$ cat config.mk
export PLATFORM = sky130hd
export DESIGN_NAME = renameCore
export DESIGN_NICKNAME = d
export VERILOG_FILES = /design/src/verilog/renamePkg.sv /design/src/verilog/renameCore.sv /design/src/verilog/aluUnit.sv /design/src/verilog/reorderBuffer.sv /design/src/verilog/regFile.sv
export VERILOG_INCLUDE_DIRS = /design/src /design/src/include
export SDC_FILE = /design/constraint.sdc
export NUM_CORES = 2
export LEC_CHECK = 0
export BUFFER_PORTS_ARGS = -buffer_cell sky130_fd_sc_hd__buf_4
export CAP_MARGIN = 20
export CORE_AREA = 5 5 498 500
export CTS_CLUSTER_SIZE = 14
export DETAILED_ROUTE_END_ITERATION = 16
export DIE_AREA = 0 0 503 505
export PLACE_DENSITY = 0.67
export SYNTH_ARGS = -nofsm -noshare
export SYNTH_HDL_FRONTEND = slang
export SYNTH_SLANG_ARGS = --single-unit
$ cat constraint.sdc
create_clock -name clk -period 8.25 [get_ports clk]
set_clock_uncertainty 0.05 [all_clocks]
set_input_delay 0 -clock clk [delete_from_list [all_inputs] [get_ports clk]]
set_output_delay 0 -clock clk [all_outputs]
set_load 0.005 [all_outputs]
$ cat src/include/rename_params.svh
`ifndef RENAME_PARAMS_SVH
`define RENAME_PARAMS_SVH

// Architectural register file
`define REG_NUM   32
`define DATA_W    32
`define NAME_W    5

// Rename tags run 1 to ROB_DEPTH and tag 0 means no write pending
`define TAG_W     3
`define ROB_DEPTH 7

`define OP_W      4

`endif
$ cat src/verilog/renamePkg.sv
`include "rename_params.svh"

package renamePkg;

    // ****************************************
    // Vector types
    // ****************************************

    // Register values, immediates and pc
    typedef logic [`DATA_W-1:0] dataT;

    typedef logic [`NAME_W-1:0] regNameT;

    // Zero tag marks a register with no write in flight
    typedef logic [`TAG_W-1:0] tagT;

    typedef logic [`OP_W-1:0] opT;

    // ****************************************
    // Operation codes
    // ****************************************

    localparam opT OP_ADD  = opT'(0);
    localparam opT OP_SUB  = opT'(1);
    localparam opT OP_AND  = opT'(2);
    localparam opT OP_OR   = opT'(3);
    localparam opT OP_XOR  = opT'(4);
    localparam opT OP_SLT  = opT'(5);

    // Immediate forms take their second operand from the immediate field.
    // LUI expects the immediate already shifted into the upper bits
    localparam opT OP_ADDI = opT'(6);
    localparam opT OP_LUI  = opT'(7);

endpackage

$ cat src/verilog/renameCore.sv
`timescale 1ns/1ps
`include "rename_params.svh"

module renameCore
    import renamePkg::*;
(
    input  logic    clk,
    input  logic    rst,
    input  logic    flush,

    input  logic    inValid,
    output logic    inReady,
    input  opT      inOp,
    input  regNameT inRd,
    input  regNameT inRs1,
    input  regNameT inRs2,
    input  dataT    inImm,
    input  dataT    inPc,

    output logic    commitEn,
    output regNameT commitRd,
    output dataT    commitData,
    output dataT    commitPc
);

    dataT    rs1Data;
    dataT    rs2Data;
    tagT     rs1Tag;
    tagT     rs2Tag;

    logic    renameEn;
    regNameT renameRd;
    tagT     renameTag;

    logic    issueEn;
    opT      issueOp;
    dataT    issueA;
    dataT    issueB;
    tagT     issueTag;

    logic    resultEn;
    tagT     resultTag;
    dataT    resultData;

    tagT     commitTag;

    // ****************************************
    // Architectural state
    // ****************************************

    regFile regs (
        .clk, .rst, .flush,
        .rs1(inRs1), .rs2(inRs2),
        .rs1Data, .rs2Data, .rs1Tag, .rs2Tag,
        .renameEn, .renameRd, .renameTag,
        .commitEn, .commitRd, .commitTag, .commitData
    );

    // ****************************************
    // Reorder buffer and execution
    // ****************************************

    reorderBuffer rob (
        .clk, .rst, .flush,
        .inValid, .inReady, .inOp, .inRd, .inImm, .inPc,
        .rs1Data, .rs1Tag, .rs2Data, .rs2Tag,
        .renameEn, .renameRd, .renameTag,
        .issueEn, .issueOp, .issueA, .issueB, .issueTag,
        .resultEn, .resultTag, .resultData,
        .commitEn, .commitRd, .commitTag, .commitData, .commitPc
    );

    aluUnit alu (
        .clk, .rst,
        .issueEn, .issueOp, .issueA, .issueB, .issueTag,
        .resultEn, .resultTag, .resultData
    );

endmodule

$ cat src/verilog/aluUnit.sv
`timescale 1ns/1ps
`include "rename_params.svh"

module aluUnit
    import renamePkg::*;
(
    input  logic clk,
    input  logic rst,

    input  logic issueEn,
    input  opT   issueOp,
    input  dataT issueA,
    input  dataT issueB,
    input  tagT  issueTag,

    output logic resultEn,
    output tagT  resultTag,
    output dataT resultData
);

    dataT aluOut;
    logic lessThan;

    assign lessThan = $signed(issueA) < $signed(issueB);

    always_comb begin
        case (issueOp)
            // Immediate forms share the adder
            OP_ADD, OP_ADDI, OP_LUI: aluOut = issueA + issueB;
            OP_SUB:                  aluOut = issueA - issueB;
            OP_AND:                  aluOut = issueA & issueB;
            OP_OR:                   aluOut = issueA | issueB;
            OP_XOR:                  aluOut = issueA ^ issueB;
            OP_SLT:                  aluOut = {{(`DATA_W-1){1'b0}}, lessThan};
            default:                 aluOut = '0;
        endcase
    end

    always_ff @(posedge clk) begin
        if (rst) begin
            resultEn <= 1'b0;
        end else begin
            resultEn <= issueEn;
        end
    end

    always_ff @(posedge clk) begin
        resultTag  <= issueTag;
        resultData <= aluOut;
    end

endmodule

$ cat src/verilog/reorderBuffer.sv
`timescale 1ns/1ps
`include "rename_params.svh"

module reorderBuffer
    import renamePkg::*;
(
    input  logic    clk,
    input  logic    rst,
    input  logic    flush,

    // Upstream instruction entry
    input  logic    inValid,
    output logic    inReady,
    input  opT      inOp,
    input  regNameT inRd,
    input  dataT    inImm,
    input  dataT    inPc,

    // Source operands from the register file
    input  dataT    rs1Data,
    input  tagT     rs1Tag,
    input  dataT    rs2Data,
    input  tagT     rs2Tag,

    output logic    renameEn,
    output regNameT renameRd,
    output tagT     renameTag,

    // ALU issue and result broadcast
    output logic    issueEn,
    output opT      issueOp,
    output dataT    issueA,
    output dataT    issueB,
    output tagT     issueTag,
    input  logic    resultEn,
    input  tagT     resultTag,
    input  dataT    resultData,

    output logic    commitEn,
    output regNameT commitRd,
    output tagT     commitTag,
    output dataT    commitData,
    output dataT    commitPc
);

    // Entry i carries tag i+1
    logic [`ROB_DEPTH-1:0] entValid;
    logic [`ROB_DEPTH-1:0] entIssued;
    logic [`ROB_DEPTH-1:0] entDone;
    logic [`ROB_DEPTH-1:0] entARdy;
    logic [`ROB_DEPTH-1:0] entBRdy;

    opT      entOp     [`ROB_DEPTH];
    regNameT entRd     [`ROB_DEPTH];
    dataT    entPc     [`ROB_DEPTH];
    dataT    entResult [`ROB_DEPTH];
    dataT    entAVal   [`ROB_DEPTH];
    dataT    entBVal   [`ROB_DEPTH];
    tagT     entATag   [`ROB_DEPTH];
    tagT     entBTag   [`ROB_DEPTH];

    logic [`TAG_W-1:0] headPtr;
    logic [`TAG_W-1:0] tailPtr;
    logic [`TAG_W-1:0] count;
    logic [`TAG_W-1:0] issueIdx;
    logic              issueFound;
    logic              accept;
    tagT               resIdx;

    logic newARdy;
    logic newBRdy;
    dataT newAVal;
    dataT newBVal;
    tagT  newATag;
    tagT  newBTag;

    function automatic logic [`TAG_W-1:0] nextPtr(input logic [`TAG_W-1:0] p);
        return (int'(p) == `ROB_DEPTH - 1) ? '0 : p + 1'b1;
    endfunction

    // A pending source takes a finished entry first and then this cycle's broadcast
    function automatic void resolveSrc(
        input  tagT  srcTag,
        input  dataT srcData,
        output logic srcRdy,
        output dataT srcVal
    );
        tagT srcIdx;
        srcIdx = srcTag - tagT'(1);
        srcRdy = 1'b1;
        srcVal = srcData;
        if (srcTag != '0) begin
            if (entDone[srcIdx]) begin
                srcVal = entResult[srcIdx];
            end else if (resultEn && resultTag == srcTag) begin
                srcVal = resultData;
            end else begin
                srcRdy = 1'b0;
            end
        end
    endfunction

    // ****************************************
    // Dispatch and rename
    // ****************************************

    assign inReady   = !rst && !flush && (int'(count) < `ROB_DEPTH);
    assign accept    = inValid && inReady;
    assign renameEn  = accept && (inRd != '0);
    assign renameRd  = inRd;
    assign renameTag = tailPtr + 1'b1;

    always_comb begin
        resolveSrc(rs1Tag, rs1Data, newARdy, newAVal);
        resolveSrc(rs2Tag, rs2Data, newBRdy, newBVal);
        newATag = rs1Tag;
        newBTag = rs2Tag;
        if (inOp == OP_LUI) begin
            newARdy = 1'b1;
            newAVal = '0;
            newATag = '0;
        end
        if (inOp == OP_ADDI || inOp == OP_LUI) begin
            newBRdy = 1'b1;
            newBVal = inImm;
            newBTag = '0;
        end
    end

    // ****************************************
    // Oldest-ready issue
    // ****************************************

    always_comb begin : issueSelect
        int idx;
        issueFound = 1'b0;
        issueIdx   = '0;
        for (int k = 0; k < `ROB_DEPTH; k++) begin
            idx = int'(headPtr) + k;
            if (idx >= `ROB_DEPTH) begin
                idx = idx - `ROB_DEPTH;
            end
            if (!issueFound && entValid[idx] && !entIssued[idx] &&
                entARdy[idx] && entBRdy[idx]) begin
                issueFound = 1'b1;
                issueIdx   = idx[`TAG_W-1:0];
            end
        end
    end

    // Nothing leaves during flush, so no stale tag comes back afterwards
    assign issueEn  = issueFound && !flush;
    assign issueOp  = entOp[issueIdx];
    assign issueA   = entAVal[issueIdx];
    assign issueB   = entBVal[issueIdx];
    assign issueTag = issueIdx + 1'b1;

    // Head retires in the cycle it is done
    assign commitEn   = entValid[headPtr] && entDone[headPtr] && !flush;
    assign commitRd   = entRd[headPtr];
    assign commitTag  = headPtr + 1'b1;
    assign commitData = entResult[headPtr];
    assign commitPc   = entPc[headPtr];

    assign resIdx = resultTag - tagT'(1);

    // ****************************************
    // Entry state
    // ****************************************

    always_ff @(posedge clk) begin
        if (rst || flush) begin
            headPtr   <= '0;
            tailPtr   <= '0;
            count     <= '0;
            entValid  <= '0;
            entIssued <= '0;
            entDone   <= '0;
            entARdy   <= '0;
            entBRdy   <= '0;
        end else begin
            if (resultEn) begin
                for (int i = 0; i < `ROB_DEPTH; i++) begin
                    if (entValid[i] && !entARdy[i] && entATag[i] == resultTag) begin
                        entARdy[i] <= 1'b1;
                        entAVal[i] <= resultData;
                    end
                    if (entValid[i] && !entBRdy[i] && entBTag[i] == resultTag) begin
                        entBRdy[i] <= 1'b1;
                        entBVal[i] <= resultData;
                    end
                end
                if (resultTag != '0 && entValid[resIdx]) begin
                    entDone[resIdx]   <= 1'b1;
                    entResult[resIdx] <= resultData;
                end
            end

            if (issueEn) begin
                entIssued[issueIdx] <= 1'b1;
            end

            if (commitEn) begin
                entValid[headPtr] <= 1'b0;
                headPtr           <= nextPtr(headPtr);
            end

            // The tail slot is free, so none of the updates above touch it
            if (accept) begin
                entValid[tailPtr]  <= 1'b1;
                entIssued[tailPtr] <= 1'b0;
                entDone[tailPtr]   <= 1'b0;
                entARdy[tailPtr]   <= newARdy;
                entBRdy[tailPtr]   <= newBRdy;
                entAVal[tailPtr]   <= newAVal;
                entBVal[tailPtr]   <= newBVal;
                entATag[tailPtr]   <= newATag;
                entBTag[tailPtr]   <= newBTag;
                entOp[tailPtr]     <= inOp;
                entRd[tailPtr]     <= inRd;
                entPc[tailPtr]     <= inPc;
                tailPtr            <= nextPtr(tailPtr);
            end

            case ({accept, commitEn})
                2'b10:   count <= count + 1'b1;
                2'b01:   count <= count - 1'b1;
                default: count <= count;
            endcase
        end
    end

endmodule

$ cat src/verilog/regFile.sv
`timescale 1ns/1ps
`include "rename_params.svh"

module regFile
    import renamePkg::*;
(
    input  logic    clk,
    input  logic    rst,
    input  logic    flush,

    // Dispatch reads
    input  regNameT rs1,
    input  regNameT rs2,
    output dataT    rs1Data,
    output dataT    rs2Data,
    output tagT     rs1Tag,
    output tagT     rs2Tag,

    // Rename of the destination at dispatch
    input  logic    renameEn,
    input  regNameT renameRd,
    input  tagT     renameTag,

    // In-order commit
    input  logic    commitEn,
    input  regNameT commitRd,
    input  tagT     commitTag,
    input  dataT    commitData
);

    dataT regData [`REG_NUM];
    tagT  regTag  [`REG_NUM];

    // ****************************************
    // Combinational source reads
    // ****************************************

    // x0 is hardwired to zero and never pending
    assign rs1Data = (rs1 == '0) ? '0 : regData[rs1];
    assign rs1Tag  = (rs1 == '0) ? '0 : regTag[rs1];
    assign rs2Data = (rs2 == '0) ? '0 : regData[rs2];
    assign rs2Tag  = (rs2 == '0) ? '0 : regTag[rs2];

    // ****************************************
    // Commit, rename and flush
    // ****************************************

    always_ff @(posedge clk) begin
        if (rst) begin
            for (int i = 0; i < `REG_NUM; i++) begin
                regData[i] <= '0;
                regTag[i]  <= '0;
            end
        end else begin
            if (commitEn && commitRd != '0) begin
                regData[commitRd] <= commitData;
                // A younger writer may already own this register
                if (regTag[commitRd] == commitTag) begin
                    regTag[commitRd] <= '0;
                end
            end

            // Comes after the commit so a same-cycle rename keeps its tag
            if (renameEn && renameRd != '0) begin
                regTag[renameRd] <= renameTag;
            end

            // Values survive a flush and only the pending tags are cleared
            if (flush) begin
                for (int i = 0; i < `REG_NUM; i++) begin
                    regTag[i] <= '0;
                end
            end
        end
    end

endmodule

==> results list <==
* Ranking of synthesized cells by area: edfxtp_1 (55%), mux4_2 (14%), nor2_1 (4.3%), mux2i_1 (4.2%), nand2_1 (3.4%)
- Initial DRC Count: around 12000
- Leakage power summed over all cells: 48.78 nW
* Average wire per standard cell: between 30 and 40 microns
- Most used DFF post-synth: edfxtp_1
- Asr flop ratio synth: 0%
- For this run the aggregate overflow at the end of global routing stands at 0.
- Die H: 505 microns
- VDD sags by at most between 150 and 200 uV.
* Final Max Tran Viols: 0
* Global placer's final weighted congestion: 0.9302
- Cts bufs inserted: 230
- Mean instance size in the synthesized netlist: 13.02 sq um
* Arrival time at the worst endpoint: 8680 ps
* Final core utilization: a little over half
- The worst setup path is captured at a flop.
- Worst reg-to-reg setup slack: about 270 ps
* Leading area contributor after synthesis: edfxtp_1
- Clock latency of the later-clocked register in the worst-skew pair: slightly below 900 ps
- Once the clock tree was built, the setup fixing pass inserted 0 buffers.
- Power spread over the standard cell area amounts to ~200 mW/mm^2.
- Syn Inst Count: 9079
- The worst hold path belongs to the class in -> reg.
- Vias: 83010
- The wire-length estimate of the detail-placed layout is 229.0 mm.
* Worst Path Required: 8950 ps
- Post-synth top area share: between 50% and 60%
* Total Routing Usage GR: between 20 and 30%
- Maximum cell stage delay along the critical path: 470 ps
- The synthesized design contains 2267 register bits.
- Using the TritonRoute via totals, the vias-per-cell ratio works out to ~6.6.
* Post-layout min period: 7984 ps
- The worst register-to-register path begins at rob.headPtr[0].
- Maximum level of the CTS H-tree: 4
* Launch point of the critical path: rob.headPtr[0]
- The run finished with clean final reports.
- The count of buffers added on input and output ports is 157.
- The first TritonRoute pass finished after 7 iterations.
* Slew of the pin with the lowest slew margin: 1273 ps
- # setup viols final: 0
- In the final layout, the share of cells above drive strength 1 is 21.34%.
- Clock-pin slew was measured on the worst setup and hold paths at 70 ps.
- Final critical-path share of the clock period: 96.78%
* Vias in the first global route: 81650
- The number of antenna violations at the first check in global routing was 10.
* Wire length of the first global-routing pass: 554.0 mm
- The clock passes through at most 3 buffers.
- Derived from the worst setup path, the maximum achievable clock frequency is 0.1252 GHz.
* Number of maximum-capacitance violations: 0
- Die outline area: between 0.2 and 0.3 sq mm
- The routed design has 384.2 mm of wire.
- For this run, the register share of the synthesized area comes to around 57%.
* Slowest cell on crit path: ha_1
- Along the worst path, the maximum fanout reaches 32.
- Die width: between 500 and 600 microns
- Antenna Nets Post-Route: 0
- Min-delay src: inImm[9]
- DRC errors left: 0
* Top-level I/O count: 158
* Worst max-slew margin expressed relative to the limit: 15.16%
* # rows: 181
* Root Driver: clkbuf_16
- In this run the cell area of the synthesized design comes to 0.1182 sq mm.
- Start-to-end type of the worst setup path: reg -> reg
- Core Box Area: around 0.24 sq mm
* Post-synth EDFFs: 2184
- Minimum setup slack in the final design: 265.5 ps
* Worst Setup Slack post-DPL: 16.87 ps
- Final Net Count: around 9300
- Initial core utilization: 48.74%
* Clock tree sinks: 2267
* Post-synth cell types: 102
* Number of warnings reported in the yosys synthesis log: 0
* Layout overhead on the synthesized area: 12.61%
* Type of element launching the critical path: flop
- Largest net degree at the start of global routing: 110
- The total count of hold-check failures in the final report was 0.
- TritonCTS built the clock tree.
[synthesized netlist by cell type (65+ instances only)]
library cell,instances
nand2_1,1077
ha_1,129
nor2_1,1344
clkbuf_1,585
nand2b_1,65
edfxtp_1,2184
inv_1,179
mux2_2,226
buf_1,120
o31ai_1,88
dfxtp_1,83
buf_2,77
mux4_2,736
a21o_1,68
a211oi_1,135
nor3_1,72
o21ai_0,331
a21oi_1,209
o211ai_1,208
mux2i_1,501
[power breakdown]
group          switching, mW  internal, mW
registers              0.159          12.9
clock network           4.56          6.02
logic                   1.71          1.06
total                   6.44          20.0
[final cells by class]
type                            instances  area (sq um)
Tap cell                             3202          4006
Timing Repair Buffer                  582          5298
Fill cell                           19530        109400
Multi-Input combinational cell       5858         48310
Inverter                              187         719.4
Clock inverter                        150          1436
Antenna cell                            3         7.507
Sequential cell                      2267         67260
Clock buffer                          281          6103
[layer usage]
metal | global-route usage [%] | part of all wire (%)
met1 | 39.58 | 37
met2 | 46.48 | 46
met3 | 7.398 | 12
met4 | 12.00 | 4.8
met5 | 0 | 0.0068
[critical path: cells and delay by family, from the launching register on]
kind,cells,cell delay (ps)
adder cells (fa/ha/maj),3,1100
AO/OA/AOI/OAI,13,3050
flip-flops,1,390
multiplexers,4,1110
AND/OR/NAND/NOR,4,560
buffers and inverters,7,1410
XOR/XNOR,1,140
[metrics by stage]
| step | hold slack (ps) | instances | instance area (sq um) | power, mW | setup TNS, ps |
|---|---|---|---|---|---|
| 2_1_floorplan | 48.87 | 9113 | 118400 | 14.95 | 0 |
| 3_3_place_gp | 172.7 | 11940 | 123500 | 15.87 | 0 |
| 3_5_place_dp | 178.6 | 11950 | 123700 | 15.93 | 0 |
| 4_1_cts | 15.10 | 12500 | 132400 | 26.40 | 0 |
| 5_1_grt | 87.32 | 12530 | 133100 | 27.14 | -72.09 |
| 6_report | 86.36 | 12530 | 133100 | 26.40 | 0 |
[what timing repair did]
action                                  in CTS  in global routing
hold endpoints to repair                   736                  0
resized for setup                            0                 40
endpoints found under the setup margin       0                 11
hold buffers                               114                  0
[flip-flops by register name (all words and copies together) (netlist names), named ones only]
signal          cells
rob.tailPtr         3
alu.resultTag       3
rob.entBVal       255
regs.regTag        96
regs.regData     1024
rob.entAVal       256
rob.entOp          28
rob.entValid        7
alu.resultEn        1
rob.count           3
rob.entBRdy         7
rob.headPtr         3
rob.entATag        21
rob.entBTag        21
rob.entResult     224
rob.entIssued       7
rob.entRd          35
rob.entARdy         7
rob.entDone         7
alu.resultData     32
rob.entPc         224
[path summary, 6_finish.rpt]
path                         to  cells after the start
max          alu.resultData[29]                     32
min reg2reg        rob.count[2]                      2
max reg2reg  alu.resultData[29]                     32
min           rob.entBVal[7][9]                      4
[cells in the final DEF, fill, tap and decap left out, drive strengths merged, types with 35 or more instances in the layout]
master / n
a211oi: 135
a21o: 69
a21oi: 211
a221oi: 36
buf: 465
clkbuf: 284
clkinv: 109
conb: 35
dfxtp: 83
dlygate4sd3: 114
edfxtp: 2184
ha: 129
inv: 190
mux2: 228
mux2i: 501
mux4: 736
nand2: 1078
nand2b: 65
nand3: 38
nor2: 1346
nor3: 84
o211ai: 208
o21ai: 371
o22ai: 61
o31ai: 88
xnor2: 36
xor2: 37
[cell families (layout without fill, tap and decap cells)]
logic type | after synthesis | count (layout) | share of synthesized area [%]
other cells | 1 | 38 | 0.003172
fa+ha+maj | 133 | 133 | 1.433
flops | 2267 | 2267 | 56.88
buf+inv | 988 | 1200 | 3.291
simple gates | 2775 | 2775 | 9.681
compound gates | 1377 | 1377 | 7.716
xor+xnor | 73 | 73 | 0.5598
mux | 1465 | 1465 | 20.44
Note: power is estimated with default switching activity, not from simulation.
